$ cat src/logic/seq_settings.svh
////////////////////////////////////////////////////////////
// Vector sequencer sizing
////////////////////////////////////////////////////////////

`ifndef SEQ_SETTINGS_SVH
`define SEQ_SETTINGS_SVH

// Instruction IDs in flight at once
`define SEQ_NR_VINSN 4

// Architectural vector registers
// v0 doubles as the mask register
`define SEQ_NR_VREGS 32

// Functional units behind the sequencer
`define SEQ_NR_UNITS 5

// Instructions each unit queue can hold
`define SEQ_QUEUE_DEPTH 2

`endif

$ cat src/logic/vinsn_pkg.sv
////////////////////////////////////////////////////////////
// Vector instruction types
////////////////////////////////////////////////////////////

`default_nettype none

`include "seq_settings.svh"

package vinsn_pkg;

  // Supported vector operations
  typedef enum logic [2:0] {
    VADD,
    VSUB,
    VMUL,
    VFADD,
    VMSEQ,
    VMAND,
    VLE,
    VSE
  } op_e;

  // Functional units, values are also bit positions in unit_mask_t
  typedef enum logic [2:0] {
    UNIT_ALU   = 3'd0,
    UNIT_MFPU  = 3'd1,
    UNIT_MASKU = 3'd2,
    UNIT_LOAD  = 3'd3,
    UNIT_STORE = 3'd4
  } unit_e;

  // Vector register index
  typedef logic [$clog2(`SEQ_NR_VREGS)-1:0] vreg_t;

  // One bit per functional unit
  typedef logic [`SEQ_NR_UNITS-1:0] unit_mask_t;

endpackage

`default_nettype wire

$ cat src/logic/seq_pkg.sv
////////////////////////////////////////////////////////////
// Sequencer bookkeeping types
////////////////////////////////////////////////////////////

`default_nettype none

`include "seq_settings.svh"

package seq_pkg;

  // Instruction ID handed out on acceptance
  typedef logic [$clog2(`SEQ_NR_VINSN)-1:0] vid_t;

  // One bit per instruction ID
  // Used for running vectors, hazard vectors and table rows
  typedef logic [`SEQ_NR_VINSN-1:0] vinsn_mask_t;

  // Queue occupancy of one unit
  // Counts from zero up to and including the queue depth
  typedef logic [$clog2(`SEQ_QUEUE_DEPTH+1)-1:0] queue_cnt_t;

endpackage

`default_nettype wire

$ cat src/logic/seq_decode.sv
////////////////////////////////////////////////////////////
// Opcode to unit decode
////////////////////////////////////////////////////////////

`timescale 1ns/1ps
`default_nettype none

module seq_decode (
  input  vinsn_pkg::op_e       op_i,
  input  logic                 vm_i,
  output vinsn_pkg::unit_e     primary_unit_o,
  output vinsn_pkg::unit_mask_t target_units_o
);

  import vinsn_pkg::*;

  always_comb begin : p_decode
    primary_unit_o = UNIT_ALU;
    target_units_o = '0;
    case (op_i)
      // Integer arithmetic
      VADD, VSUB: begin
        primary_unit_o = UNIT_ALU;
        target_units_o[UNIT_ALU] = 1'b1;
      end
      // Multiply and floating point
      VMUL, VFADD: begin
        primary_unit_o = UNIT_MFPU;
        target_units_o[UNIT_MFPU] = 1'b1;
      end
      // Compare runs on the ALU
      // The mask unit packs the result bits
      VMSEQ: begin
        primary_unit_o = UNIT_MASKU;
        target_units_o[UNIT_ALU]   = 1'b1;
        target_units_o[UNIT_MASKU] = 1'b1;
      end
      VMAND: begin
        primary_unit_o = UNIT_MASKU;
        target_units_o[UNIT_MASKU] = 1'b1;
      end
      VLE: begin
        primary_unit_o = UNIT_LOAD;
        target_units_o[UNIT_LOAD] = 1'b1;
      end
      VSE: begin
        primary_unit_o = UNIT_STORE;
        target_units_o[UNIT_STORE] = 1'b1;
      end
    endcase
    // Masked instructions also need the mask unit
    if (!vm_i) begin
      target_units_o[UNIT_MASKU] = 1'b1;
    end
  end

endmodule

`default_nettype wire

$ cat src/logic/seq_scoreboard.sv
////////////////////////////////////////////////////////////
// Register access lists and hazards
////////////////////////////////////////////////////////////

`timescale 1ns/1ps
`default_nettype none

`include "seq_settings.svh"

module seq_scoreboard (
  input  logic                 clk_i,
  input  logic                 rst_ni,
  input  vinsn_pkg::vreg_t     vd_i,
  input  vinsn_pkg::vreg_t     vs1_i,
  input  vinsn_pkg::vreg_t     vs2_i,
  input  logic                 use_vd_i,
  input  logic                 use_vs1_i,
  input  logic                 use_vs2_i,
  input  logic                 vm_i,
  input  logic                 accept_i,
  input  seq_pkg::vid_t        new_id_i,
  input  seq_pkg::vinsn_mask_t running_i,
  output seq_pkg::vinsn_mask_t hazard_o
);

  import seq_pkg::*;

  // Last reader and last writer of each register
  logic [`SEQ_NR_VREGS-1:0] rd_valid_q, rd_valid_d;
  logic [`SEQ_NR_VREGS-1:0] wr_valid_q, wr_valid_d;
  vid_t rd_vid_q [`SEQ_NR_VREGS];
  vid_t rd_vid_d [`SEQ_NR_VREGS];
  vid_t wr_vid_q [`SEQ_NR_VREGS];
  vid_t wr_vid_d [`SEQ_NR_VREGS];

  // Entries whose instruction still runs
  logic [`SEQ_NR_VREGS-1:0] rd_live, wr_live;

  // One-hot ID bit, zero when the entry is stale
  function automatic vinsn_mask_t id_bit(vid_t id, logic live);
    vinsn_mask_t m;
    m     = '0;
    m[id] = live;
    return m;
  endfunction

  always_comb begin : p_live
    for (int r = 0; r < `SEQ_NR_VREGS; r++) begin
      rd_live[r] = rd_valid_q[r] & running_i[rd_vid_q[r]];
      wr_live[r] = wr_valid_q[r] & running_i[wr_vid_q[r]];
    end
  end

  ////////////////////////////////////////////////////////////
  // Hazard vector
  ////////////////////////////////////////////////////////////

  always_comb begin : p_hazard
    hazard_o = '0;
    // RAW on sources and on the mask in v0
    if (use_vs1_i) hazard_o |= id_bit(wr_vid_q[vs1_i], wr_live[vs1_i]);
    if (use_vs2_i) hazard_o |= id_bit(wr_vid_q[vs2_i], wr_live[vs2_i]);
    if (!vm_i) hazard_o |= id_bit(wr_vid_q[0], wr_live[0]);
    // WAR and WAW on the destination
    if (use_vd_i) begin
      hazard_o |= id_bit(rd_vid_q[vd_i], rd_live[vd_i]);
      hazard_o |= id_bit(wr_vid_q[vd_i], wr_live[vd_i]);
    end
  end

  ////////////////////////////////////////////////////////////
  // List update
  ////////////////////////////////////////////////////////////

  always_comb begin : p_lists
    // Drop entries of retired IDs so a reused ID starts clean
    rd_valid_d = rd_live;
    wr_valid_d = wr_live;
    rd_vid_d   = rd_vid_q;
    wr_vid_d   = wr_vid_q;
    if (accept_i) begin
      if (use_vd_i) begin
        wr_valid_d[vd_i] = 1'b1;
        wr_vid_d[vd_i]   = new_id_i;
      end
      // Newest reader takes over the entry
      if (use_vs1_i) begin
        rd_valid_d[vs1_i] = 1'b1;
        rd_vid_d[vs1_i]   = new_id_i;
      end
      if (use_vs2_i) begin
        rd_valid_d[vs2_i] = 1'b1;
        rd_vid_d[vs2_i]   = new_id_i;
      end
      if (!vm_i) begin
        rd_valid_d[0] = 1'b1;
        rd_vid_d[0]   = new_id_i;
      end
    end
  end

  always_ff @(posedge clk_i or negedge rst_ni) begin : p_valid_ff
    if (!rst_ni) begin
      rd_valid_q <= '0;
      wr_valid_q <= '0;
    end else begin
      rd_valid_q <= rd_valid_d;
      wr_valid_q <= wr_valid_d;
    end
  end

  always_ff @(posedge clk_i) begin : p_vid_ff
    rd_vid_q <= rd_vid_d;
    wr_vid_q <= wr_vid_d;
  end

endmodule

`default_nettype wire

$ cat src/logic/seq_issue.sv
////////////////////////////////////////////////////////////
// Acceptance, ID allocation and issue
////////////////////////////////////////////////////////////

`timescale 1ns/1ps
`default_nettype none

`include "seq_settings.svh"

module seq_issue (
  input  logic                  clk_i,
  input  logic                  rst_ni,
  input  logic                  req_valid_i,
  output logic                  req_ready_o,
  input  vinsn_pkg::op_e        op_i,
  input  vinsn_pkg::unit_e      primary_unit_i,
  input  vinsn_pkg::unit_mask_t target_units_i,
  input  seq_pkg::vinsn_mask_t  hazard_i,
  input  seq_pkg::vinsn_mask_t  running_i,
  input  seq_pkg::vinsn_mask_t  next_running_i,
  input  vinsn_pkg::unit_mask_t unit_busy_done_i,
  output logic                  accept_o,
  output seq_pkg::vid_t         new_id_o,
  output logic                  pe_valid_o,
  output seq_pkg::vid_t         pe_id_o,
  output vinsn_pkg::unit_e      pe_unit_o,
  output vinsn_pkg::op_e        pe_op_o,
  output seq_pkg::vinsn_mask_t  pe_hazard_o,
  output seq_pkg::vinsn_mask_t  global_hazard_table_o [`SEQ_NR_VINSN]
);

  import seq_pkg::*;

  logic                     id_free;
  // High when a unit is not targeted or still has room
  logic [`SEQ_NR_UNITS-1:0] unit_ok;
  vinsn_mask_t              table_d [`SEQ_NR_VINSN];

  // Lowest ID that is not running
  always_comb begin : p_alloc
    new_id_o = '0;
    id_free  = 1'b0;
    for (int i = `SEQ_NR_VINSN - 1; i >= 0; i--) begin
      if (!running_i[i]) begin
        new_id_o = vid_t'(i);
        id_free  = 1'b1;
      end
    end
  end

  ////////////////////////////////////////////////////////////
  // Unit queue counters
  ////////////////////////////////////////////////////////////

  for (genvar u = 0; u < `SEQ_NR_UNITS; u++) begin : gen_queue_cnt
    queue_cnt_t cnt_q;
    logic       cnt_up;
    logic       cnt_down;

    assign cnt_up   = accept_o & target_units_i[u];
    // Never wrap below zero on a stray done
    assign cnt_down = unit_busy_done_i[u] & (cnt_q != '0);
    assign unit_ok[u] = ~target_units_i[u] | (cnt_q < queue_cnt_t'(`SEQ_QUEUE_DEPTH));

    always_ff @(posedge clk_i or negedge rst_ni) begin : p_cnt_ff
      if (!rst_ni) begin
        cnt_q <= '0;
      end else if (cnt_up && !cnt_down) begin
        cnt_q <= cnt_q + 1'b1;
      end else if (cnt_down && !cnt_up) begin
        cnt_q <= cnt_q - 1'b1;
      end
    end
  end

  // Free ID and room in every target queue
  assign req_ready_o = id_free & (&unit_ok);
  assign accept_o    = req_valid_i & req_ready_o;

  ////////////////////////////////////////////////////////////
  // Issue register
  ////////////////////////////////////////////////////////////

  always_ff @(posedge clk_i or negedge rst_ni) begin : p_valid_ff
    if (!rst_ni) begin
      pe_valid_o <= 1'b0;
    end else begin
      pe_valid_o <= accept_o;
    end
  end

  always_ff @(posedge clk_i) begin : p_payload_ff
    if (accept_o) begin
      pe_id_o     <= new_id_o;
      pe_unit_o   <= primary_unit_i;
      pe_op_o     <= op_i;
      pe_hazard_o <= hazard_i;
    end
  end

  // Row N lists the IDs that instruction N waits on
  always_comb begin : p_table
    for (int i = 0; i < `SEQ_NR_VINSN; i++) begin
      table_d[i] = global_hazard_table_o[i];
      if (accept_o && (new_id_o == vid_t'(i))) begin
        table_d[i] = hazard_i;
      end
      // Columns of finished IDs drop out
      // Rows of finished IDs are emptied
      table_d[i] = next_running_i[i] ? (table_d[i] & next_running_i) : '0;
    end
  end

  always_ff @(posedge clk_i or negedge rst_ni) begin : p_table_ff
    if (!rst_ni) begin
      global_hazard_table_o <= '{default: '0};
    end else begin
      global_hazard_table_o <= table_d;
    end
  end

endmodule

`default_nettype wire

$ cat src/logic/seq_completion.sv
////////////////////////////////////////////////////////////
// Running matrix and completion
////////////////////////////////////////////////////////////

`timescale 1ns/1ps
`default_nettype none

`include "seq_settings.svh"

module seq_completion (
  input  logic                  clk_i,
  input  logic                  rst_ni,
  input  logic                  accept_i,
  input  seq_pkg::vid_t         new_id_i,
  input  vinsn_pkg::unit_e      primary_unit_i,
  input  logic                  vm_i,
  input  seq_pkg::vinsn_mask_t  unit_done_i [`SEQ_NR_UNITS],
  output seq_pkg::vinsn_mask_t  running_o,
  output seq_pkg::vinsn_mask_t  next_running_o,
  output vinsn_pkg::unit_mask_t unit_busy_done_o,
  output logic                  idle_o
);

  import vinsn_pkg::*;
  import seq_pkg::*;

  // Bit [u][id] set while instruction id runs on unit u
  vinsn_mask_t run_q [`SEQ_NR_UNITS];
  vinsn_mask_t run_d [`SEQ_NR_UNITS];

  always_comb begin : p_running
    // Done pulses only clear bits that are set
    for (int u = 0; u < `SEQ_NR_UNITS; u++) begin
      run_d[u] = run_q[u] & ~unit_done_i[u];
    end
    if (accept_i) begin
      run_d[primary_unit_i][new_id_i] = 1'b1;
      // Masked work also runs on the mask unit
      if (!vm_i) run_d[UNIT_MASKU][new_id_i] = 1'b1;
    end
  end

  // Collapse the matrix over units
  always_comb begin : p_reduce
    running_o      = '0;
    next_running_o = '0;
    for (int u = 0; u < `SEQ_NR_UNITS; u++) begin
      running_o           |= run_q[u];
      next_running_o      |= run_d[u];
      unit_busy_done_o[u]  = |unit_done_i[u];
    end
  end

  assign idle_o = ~|running_o;

  always_ff @(posedge clk_i or negedge rst_ni) begin : p_running_ff
    if (!rst_ni) begin
      run_q <= '{default: '0};
    end else begin
      run_q <= run_d;
    end
  end

endmodule

`default_nettype wire

$ cat src/logic/vec_sequencer.sv
////////////////////////////////////////////////////////////
// Vector instruction sequencer
////////////////////////////////////////////////////////////

`timescale 1ns/1ps
`default_nettype none

`include "seq_settings.svh"

module vec_sequencer (
  input  logic                 clk_i,
  input  logic                 rst_ni,
  // Request side
  input  logic                 req_valid_i,
  output logic                 req_ready_o,
  input  vinsn_pkg::op_e       req_op_i,
  input  vinsn_pkg::vreg_t     req_vd_i,
  input  vinsn_pkg::vreg_t     req_vs1_i,
  input  vinsn_pkg::vreg_t     req_vs2_i,
  input  logic                 req_use_vd_i,
  input  logic                 req_use_vs1_i,
  input  logic                 req_use_vs2_i,
  input  logic                 req_vm_i,
  // Completion pulses per unit
  input  seq_pkg::vinsn_mask_t unit_done_i [`SEQ_NR_UNITS],
  // Issue side
  output logic                 pe_valid_o,
  output seq_pkg::vid_t        pe_id_o,
  output vinsn_pkg::unit_e     pe_unit_o,
  output vinsn_pkg::op_e       pe_op_o,
  output seq_pkg::vinsn_mask_t pe_hazard_o,
  // Status
  output seq_pkg::vinsn_mask_t vinsn_running_o,
  output logic                 idle_o,
  output seq_pkg::vinsn_mask_t global_hazard_table_o [`SEQ_NR_VINSN]
);

  import vinsn_pkg::*;
  import seq_pkg::*;

  unit_e       primary_unit;
  unit_mask_t  target_units;
  unit_mask_t  unit_busy_done;
  vinsn_mask_t hazard;
  vinsn_mask_t next_running;
  vid_t        new_id;
  logic        accept;

  seq_decode i_decode (
    .op_i          (req_op_i),
    .vm_i          (req_vm_i),
    .primary_unit_o(primary_unit),
    .target_units_o(target_units)
  );

  seq_scoreboard i_scoreboard (
    .clk_i    (clk_i),
    .rst_ni   (rst_ni),
    .vd_i     (req_vd_i),
    .vs1_i    (req_vs1_i),
    .vs2_i    (req_vs2_i),
    .use_vd_i (req_use_vd_i),
    .use_vs1_i(req_use_vs1_i),
    .use_vs2_i(req_use_vs2_i),
    .vm_i     (req_vm_i),
    .accept_i (accept),
    .new_id_i (new_id),
    .running_i(vinsn_running_o),
    .hazard_o (hazard)
  );

  seq_issue i_issue (
    .clk_i                (clk_i),
    .rst_ni               (rst_ni),
    .req_valid_i          (req_valid_i),
    .req_ready_o          (req_ready_o),
    .op_i                 (req_op_i),
    .primary_unit_i       (primary_unit),
    .target_units_i       (target_units),
    .hazard_i             (hazard),
    .running_i            (vinsn_running_o),
    .next_running_i       (next_running),
    .unit_busy_done_i     (unit_busy_done),
    .accept_o             (accept),
    .new_id_o             (new_id),
    .pe_valid_o           (pe_valid_o),
    .pe_id_o              (pe_id_o),
    .pe_unit_o            (pe_unit_o),
    .pe_op_o              (pe_op_o),
    .pe_hazard_o          (pe_hazard_o),
    .global_hazard_table_o(global_hazard_table_o)
  );

  seq_completion i_completion (
    .clk_i           (clk_i),
    .rst_ni          (rst_ni),
    .accept_i        (accept),
    .new_id_i        (new_id),
    .primary_unit_i  (primary_unit),
    .vm_i            (req_vm_i),
    .unit_done_i     (unit_done_i),
    .running_o       (vinsn_running_o),
    .next_running_o  (next_running),
    .unit_busy_done_o(unit_busy_done),
    .idle_o          (idle_o)
  );

endmodule

`default_nettype wire

$ cat config.mk
export PLATFORM = sky130hd
export DESIGN_NAME = vec_sequencer
export DESIGN_NICKNAME = d
export VERILOG_FILES = /design/src/logic/vinsn_pkg.sv /design/src/logic/seq_pkg.sv /design/src/logic/seq_decode.sv /design/src/logic/seq_scoreboard.sv /design/src/logic/seq_issue.sv /design/src/logic/seq_completion.sv /design/src/logic/vec_sequencer.sv
export VERILOG_INCLUDE_DIRS = /design/src /design/src/logic
export SDC_FILE = /design/constraint.sdc
export NUM_CORES = 1
export LEC_CHECK = 0
export ABC_AREA = 1
export BUFFER_PORTS_ARGS = -buffer_cell sky130_fd_sc_hd__buf_2
export CORE_MARGIN = 2
export CORE_UTILIZATION = 36
export DETAILED_ROUTE_END_ITERATION = 12
export PLACE_DENSITY_LB_ADDON = 0.25
export SETUP_SLACK_MARGIN = 0.02
export SLEW_MARGIN = 10
export SYNTH_ARGS = -nofsm -noshare
export SYNTH_HDL_FRONTEND = slang
export SYNTH_HIERARCHICAL = 1
export SYNTH_SLANG_ARGS = --single-unit
$ cat constraint.sdc
create_clock -name clk_i -period 10.75 [get_ports clk_i]
set_clock_uncertainty 0.05 [all_clocks]
set_input_delay 1.075 -clock clk_i [delete_from_list [all_inputs] [get_ports clk_i]]
set_output_delay 1.075 -clock clk_i [all_outputs]
set_load 0.01 [all_outputs]
After elaboration in Yosys (flattened, before gate mapping)
Cells that the tools add are included.

ROM bits: 0. Bits of input ports: 45. Memories kept: 0. Latch bits: 0. Logic and storage cells: 614. Output and inout port bits: 35. Memory bits (writable): 0. Bits in registers: 251.

Bitwise gates (word level): 126. Divide/modulo/power cells: 0. Mux-type cells: 227. Equal/unequal tests: 10. $add $sub $neg: 10. Multipliers: 0. $lt $le $gt $ge: 94. Reductions and logical operators: 62. Shift operators: 0.

Operators by type and width (count): < comparator 2 x 3 -> 1 bit, second input constant (69); bitwise mux 64 bit (3); 2-to-1 mux 32 bit (6); 2-to-1 mux 64 bit (3); binary-select mux 1 bit (select 2 bit) (64); bitwise OR 32 bit (3); 2-to-1 mux 1 bit (88); bitwise AND 1 bit (76); bitwise AND 4 bit (14); 2-to-1 mux 4 bit (14); 2-to-1 mux 2 bit (26); bitwise OR 4 bit (13); binary-select mux 2 bit (select 5 bit) (4); demux 2 bit (select 5 bit) (3); logical AND 1 bit (27); OR reduction 4 bit (6); binary-select mux 1 bit (select 5 bit) (4); 2-to-1 mux 20 bit (1); inverter 4 bit (5); bitwise OR 20 bit (1); nonzero test 2 bit (10); greater-or-equal comparator 6 bit, second input constant (3); < comparator 5 x 6 -> 1 bit, second input constant (3); < comparator 6 x 1 -> 1 bit, second input constant (3); other kinds (27) (80).

Depth between registers and ports, before layout
Word-level depth: 24. Gate-level depth with buffers: 25.

Cells and area by module
The synthesis kept the hierarchy.

Modules (own cells, without submodules): seq_scoreboard (area each 12937.4 um^2, times used 1, seq. area each 5445.2 um^2, cells an instance 1846); seq_issue (area each 1994.4 um^2, times used 1, seq. area each 1036.0 um^2, cells an instance 217); seq_completion (area each 1072.3 um^2, times used 1, seq. area each 500.5 um^2, cells an instance 152); seq_decode (area each 52.6 um^2, times used 1, seq. area each 0.0 um^2, cells an instance 13).

Least setup slack after synthesis
OpenSTA, ideal clock, no wires.

Path type: input to register. Start point: input port req_op_i[1]. End point: register i_scoreboard/wr_vid_q[36] (netlist bit) (enable). Stages on the path: 13. Data required time: 10391 ps. Slack: 6272 ps. Arrival time: 4119 ps. Library setup time: 309 ps. Buffers on the path: 1. Cell sequence: inv_1 -> nand2_1 -> nand2_1 -> nand2_1 -> inv_2 -> nor2_8 -> nand3_4 -> inv_1 -> nand2_1 -> inv_1 -> nand2_1 -> clkbuf_1 -> nor2_1.

Cells in the longest elaborated chain, start to end: 10.

RTL lines: from (decl) (RTL line vec_sequencer.sv:16) `input vinsn_pkg::op_e req_op_i,`; == test 3 bit (RTL line seq_decode.sv:20) `case (op_i)`; OR reduction 2 bit (no source line) *; 2-to-1 mux 1 bit * (RTL line seq_decode.sv:20); 2-to-1 mux 1 bit * (RTL line seq_decode.sv:52) `if (!vm_i) begin`; net target_units[2] (RTL line vec_sequencer.sv:42) `unit_mask_t target_units;`; inverter 1 bit * (RTL line seq_issue.sv:63) `` assign unit_ok[u] = ~target_units_i[u] | (cnt_q < queue_cnt_t'(`SEQ_QUEUE_DEPTH)); ``; bitwise OR 1 bit * (RTL line seq_issue.sv:63); AND reduction 5 bit * (RTL line seq_issue.sv:77) `assign req_ready_o = id_free & (&unit_ok);`; bitwise AND 1 bit * (RTL line seq_issue.sv:77); bitwise AND 1 bit * (RTL line seq_issue.sv:78) `assign accept_o = req_valid_i & req_ready_o;`; net accept (RTL line vec_sequencer.sv:47) `logic accept;`; AND reduction 2 bit (no source line) *; to (signal assigned) (RTL line seq_scoreboard.sv:114) `wr_vid_q <= wr_vid_d;`; to (decl) (RTL line seq_scoreboard.sv:33) `` vid_t wr_vid_q [`SEQ_NR_VREGS]; ``.

The timed path passes the listed nets; every way through them passes the cells marked *. A chain may end at the register's enable or synchronous reset.

==> flow_metrics.tcl <==
set metrics [dict create \
    avgSynthCellArea_sq_um 7.21 \
    seq_area_frac_synth 0.435 \
    drt-initial-drc-count 1772 \
    synthCells 2228 \
    placed_area_sq_um 17000 \
    finalWorstSetupSlack_ns 6.06 \
    htreeDepth 1 \
    cp.required_ns 11.22 \
    reg2reg_from "i_completion/run_q[3]" \
    post_cts_buffers 0 \
    yosys.area_share.simple 0.314 \
    wl_um 59100 \
    yosysWarnings 6 \
    numPortBuffers 79 \
    drt-vias-per-instance 5.53 \
    cts-root-buf "clkbuf_16" \
    design.core.area_sq_um 44100 \
    place_congestion 0.947 \
    tns_ns 0 \
    grt_max_degree 88 \
    syn_nets 2278 \
    start_util 0.364 \
    yosysMostFrequentCell "nand2_1" \
    routedWlPerCell_um 20.4 \
    cts_buffers 30 \
    hold_class "flip-flop to flip-flop" \
    final_layout_size_suffix_gt1_frac 0.0845 \
    max-vdd-ir-drop_uv 182 \
    yosysUniqueCellTypes 40 \
    die_area_sq_um 46300 \
    dr.pass1.iters 6 \
    drc_errors 0 \
    pre_cts_ws_ns 6.13 \
    startpoint_type "input pin" \
    cts_max_path_buffers 3 \
    critPathKind "input pin to flip-flop" \
    core.rowCount 77 \
    utilization 0.407 \
    die_width_um 215 \
    r2r_setup_slack_ns 6.24 \
    worstSkewPairLatency_ns 0.59 \
    io_pins 80 \
    setup_viol 0 \
    p_leak_nw 8.59 \
    cts_resized 0 \
    status "finished, final reports clean" \
    async_reset_ff_frac 0.442 \
    startpoint "req_vd_i[0]" \
    synth-seq-cells 251 \
    grtUsageTotal 0.250 \
    reg2reg_depth 21 \
    critPathCaptureType "flip-flop" \
    path_clk_slew_ns 0.06 \
    cts_tree "yes" \
    netlist_top_cells_count "760 x nand2_1, 261 x o21ai_0, 246 x inv_1, 201 x nand3_1, 143 x nor2_1" \
    synth_adder_area_share 0.00390 \
    drv_cap 0 \
    antenna_found_initial 0 \
    yosysTopAreaCellShare 0.262 \
    grt_setup_unrepaired "false" \
    fin_area_sq_um 18000 \
    num_vias 16000 \
    synth_top_cell_by_area "edfxtp_1" \
    grt_overflow 0 \
    worstReg2RegEnd "i_issue/global_hazard_table_o[10]" \
    cts_hold_buf 0 \
    maxSlewHeadroom 0.109 \
    synth_edf_count 140 \
    antenna_cells 0 \
    cp.arrival_ns 5.16 \
    power_mw 3.57 \
    min_period_ns 4.69 \
    ant_nets 0 \
    synth.area.top_cells "edfxtp_1 26%, nand2_1 18%, dfrtp_1 17%, o21ai_0 8.1%, nand3_1 6.3%" \
    hold_viol_final 0 \
    grt_pass1_vias 15400 \
    max_freq_mhz 213 \
    mappedNetlistArea_sq_um 16100 \
    post-dp-hpwl_um 39400 \
    syn_to_final_growth_pct 11.8 \
    synth_xor_area_frac 0.00545 \
    grt_pass1_wl_um 90000 \
    power_per_cell_area_nw_per_um2 199 \
    ys.flop_type "edfxtp_1" \
    synth_compound_area_frac 0.156 \
    synth_top_family_by_area "simple AND/OR/NAND/NOR gates" \
    tightest_slew_ns 1.33 \
    synthMuxAreaShare 0.00140 \
    clock_sinks 251 \
    finalMaxSlewViolations 0 \
    fin_crit_sh 0.437 \
    die_h_um 215 \
    critical_path.endpoint "i_issue/global_hazard_table_o[15]" \
    crit_fanout 33 \
    finish.net_count 2334 \
]
[critical path, stage by stage]
cell      delay, ns
buf_2          0.15
inv_1          0.08
nor2_4         0.63
clkinv_1       1.20
o21ai_0        0.55
o21ai_0        0.22
nand2_1        0.24
nor2_1         0.08
nand2_1        0.10
nand2_1        0.06
inv_1          0.05
nand2_1        0.05
nand2_1        0.06
nand2_1        0.05
nand2_1        0.23
inv_1          0.07
nand4_1        0.09
nand2_1        0.05
nor2_1         0.09
[kinds of logic after synthesis]
group                      Yosys count
AOI/OAI and AO/OA                  435
xor gates and xnor gates            10
adders and majority gates            5
buffers and inverters              332
DFF                                251
muxes                                2
and+or+nand+nor                   1193
[stage by stage]
| stage | hold slack [ns] | instances |
|---|---|---|
| 2_1_floorplan | 0.404 | 2228 |
| 3_3_place_gp | 0.417 | 2844 |
| 3_5_place_dp | 0.426 | 2844 |
| 4_1_cts | 0.441 | 2900 |
| 5_1_grt | 0.461 | 2900 |
| 6_report | 0.439 | 2900 |
[cell type report]
type	instances	area, sq um
Fill cell	4614	26200
Multi-Input combinational cell	1645	7730
Sequential cell	251	6980
Inverter	260	980
Clock buffer	47	865
Tap cell	592	741
Timing Repair Buffer	96	526
Clock inverter	9	129
[worst min path at each step]
stage / from / end / slack [ns] / cells after the start
final: i_scoreboard/rd_valid_q[2] / i_scoreboard/rd_valid_q[2] / 0.44 / 2
after global routing: i_scoreboard/rd_valid_q[2] / i_scoreboard/rd_valid_q[2] / 0.46 / 2
after CTS: i_issue/gen_queue_cnt[0].cnt_q[0] / i_issue/gen_queue_cnt[0].cnt_q[0] / 0.44 / 1
after detailed placement: i_scoreboard/rd_valid_q[2] / i_scoreboard/rd_valid_q[2] / 0.43 / 2
after global placement: i_scoreboard/rd_valid_q[2] / i_scoreboard/rd_valid_q[2] / 0.42 / 2
after floorplan: i_scoreboard/rd_valid_q[10] / i_scoreboard/rd_valid_q[10] / 0.40 / 2
[where the power goes]
group	leakage [nW]	switching, mW	total, mW	internal, mW
logic	5.27	0.942	1.25	0.310
clock network	0.484	0.419	1.04	0.620
registers	2.83	0.0733	1.28	1.21
[layer usage]
metal,wire length [um],part of all wire,vias up,track usage
met3,5720,0.097,127,0.0470
met5,0,0,-,0
li1,-,-,7545,-
met4,2010,0.034,0,0.0995
met2,26600,0.45,844,0.395
met1,24800,0.42,7523,0.339
[layout by cell type, fill, tap and decap left out, types with 8 or more instances in the layout]
cell type / count
clkbuf_1: 12
o22ai_1: 43
edfxtp_1: 140
o211ai_1: 20
xnor2_1: 10
clkbuf_16: 30
buf_4: 18
buf_2: 78
o21ai_0: 261
nor2_4: 8
nand4_1: 19
nand2_1: 760
nor2_2: 8
nor2_1: 140
inv_1: 244
a22o_1: 29
inv_2: 13
a21oi_1: 18
o21ai_1: 23
a22oi_1: 38
nand2_2: 13
nand3_1: 201
dfrtp_1: 111
nor3_1: 26
[state kept, by name, summed over array words and instances, names as in the netlist]
name / cells
i_scoreboard/wr_valid_q: 32
i_completion/run_q: 20
i_issue/gen_queue_cnt.cnt_q: 10
i_scoreboard/wr_vid_q: 64
i_issue/pe_op_o: 3
i_issue/pe_valid_o: 1
i_issue/global_hazard_table_o: 16
i_issue/pe_hazard_o: 4
i_issue/pe_unit_o: 3
i_issue/pe_id_o: 2
i_scoreboard/rd_vid_q: 64
i_scoreboard/rd_valid_q: 32
No activity file was read; power rests on OpenSTA's default activity.
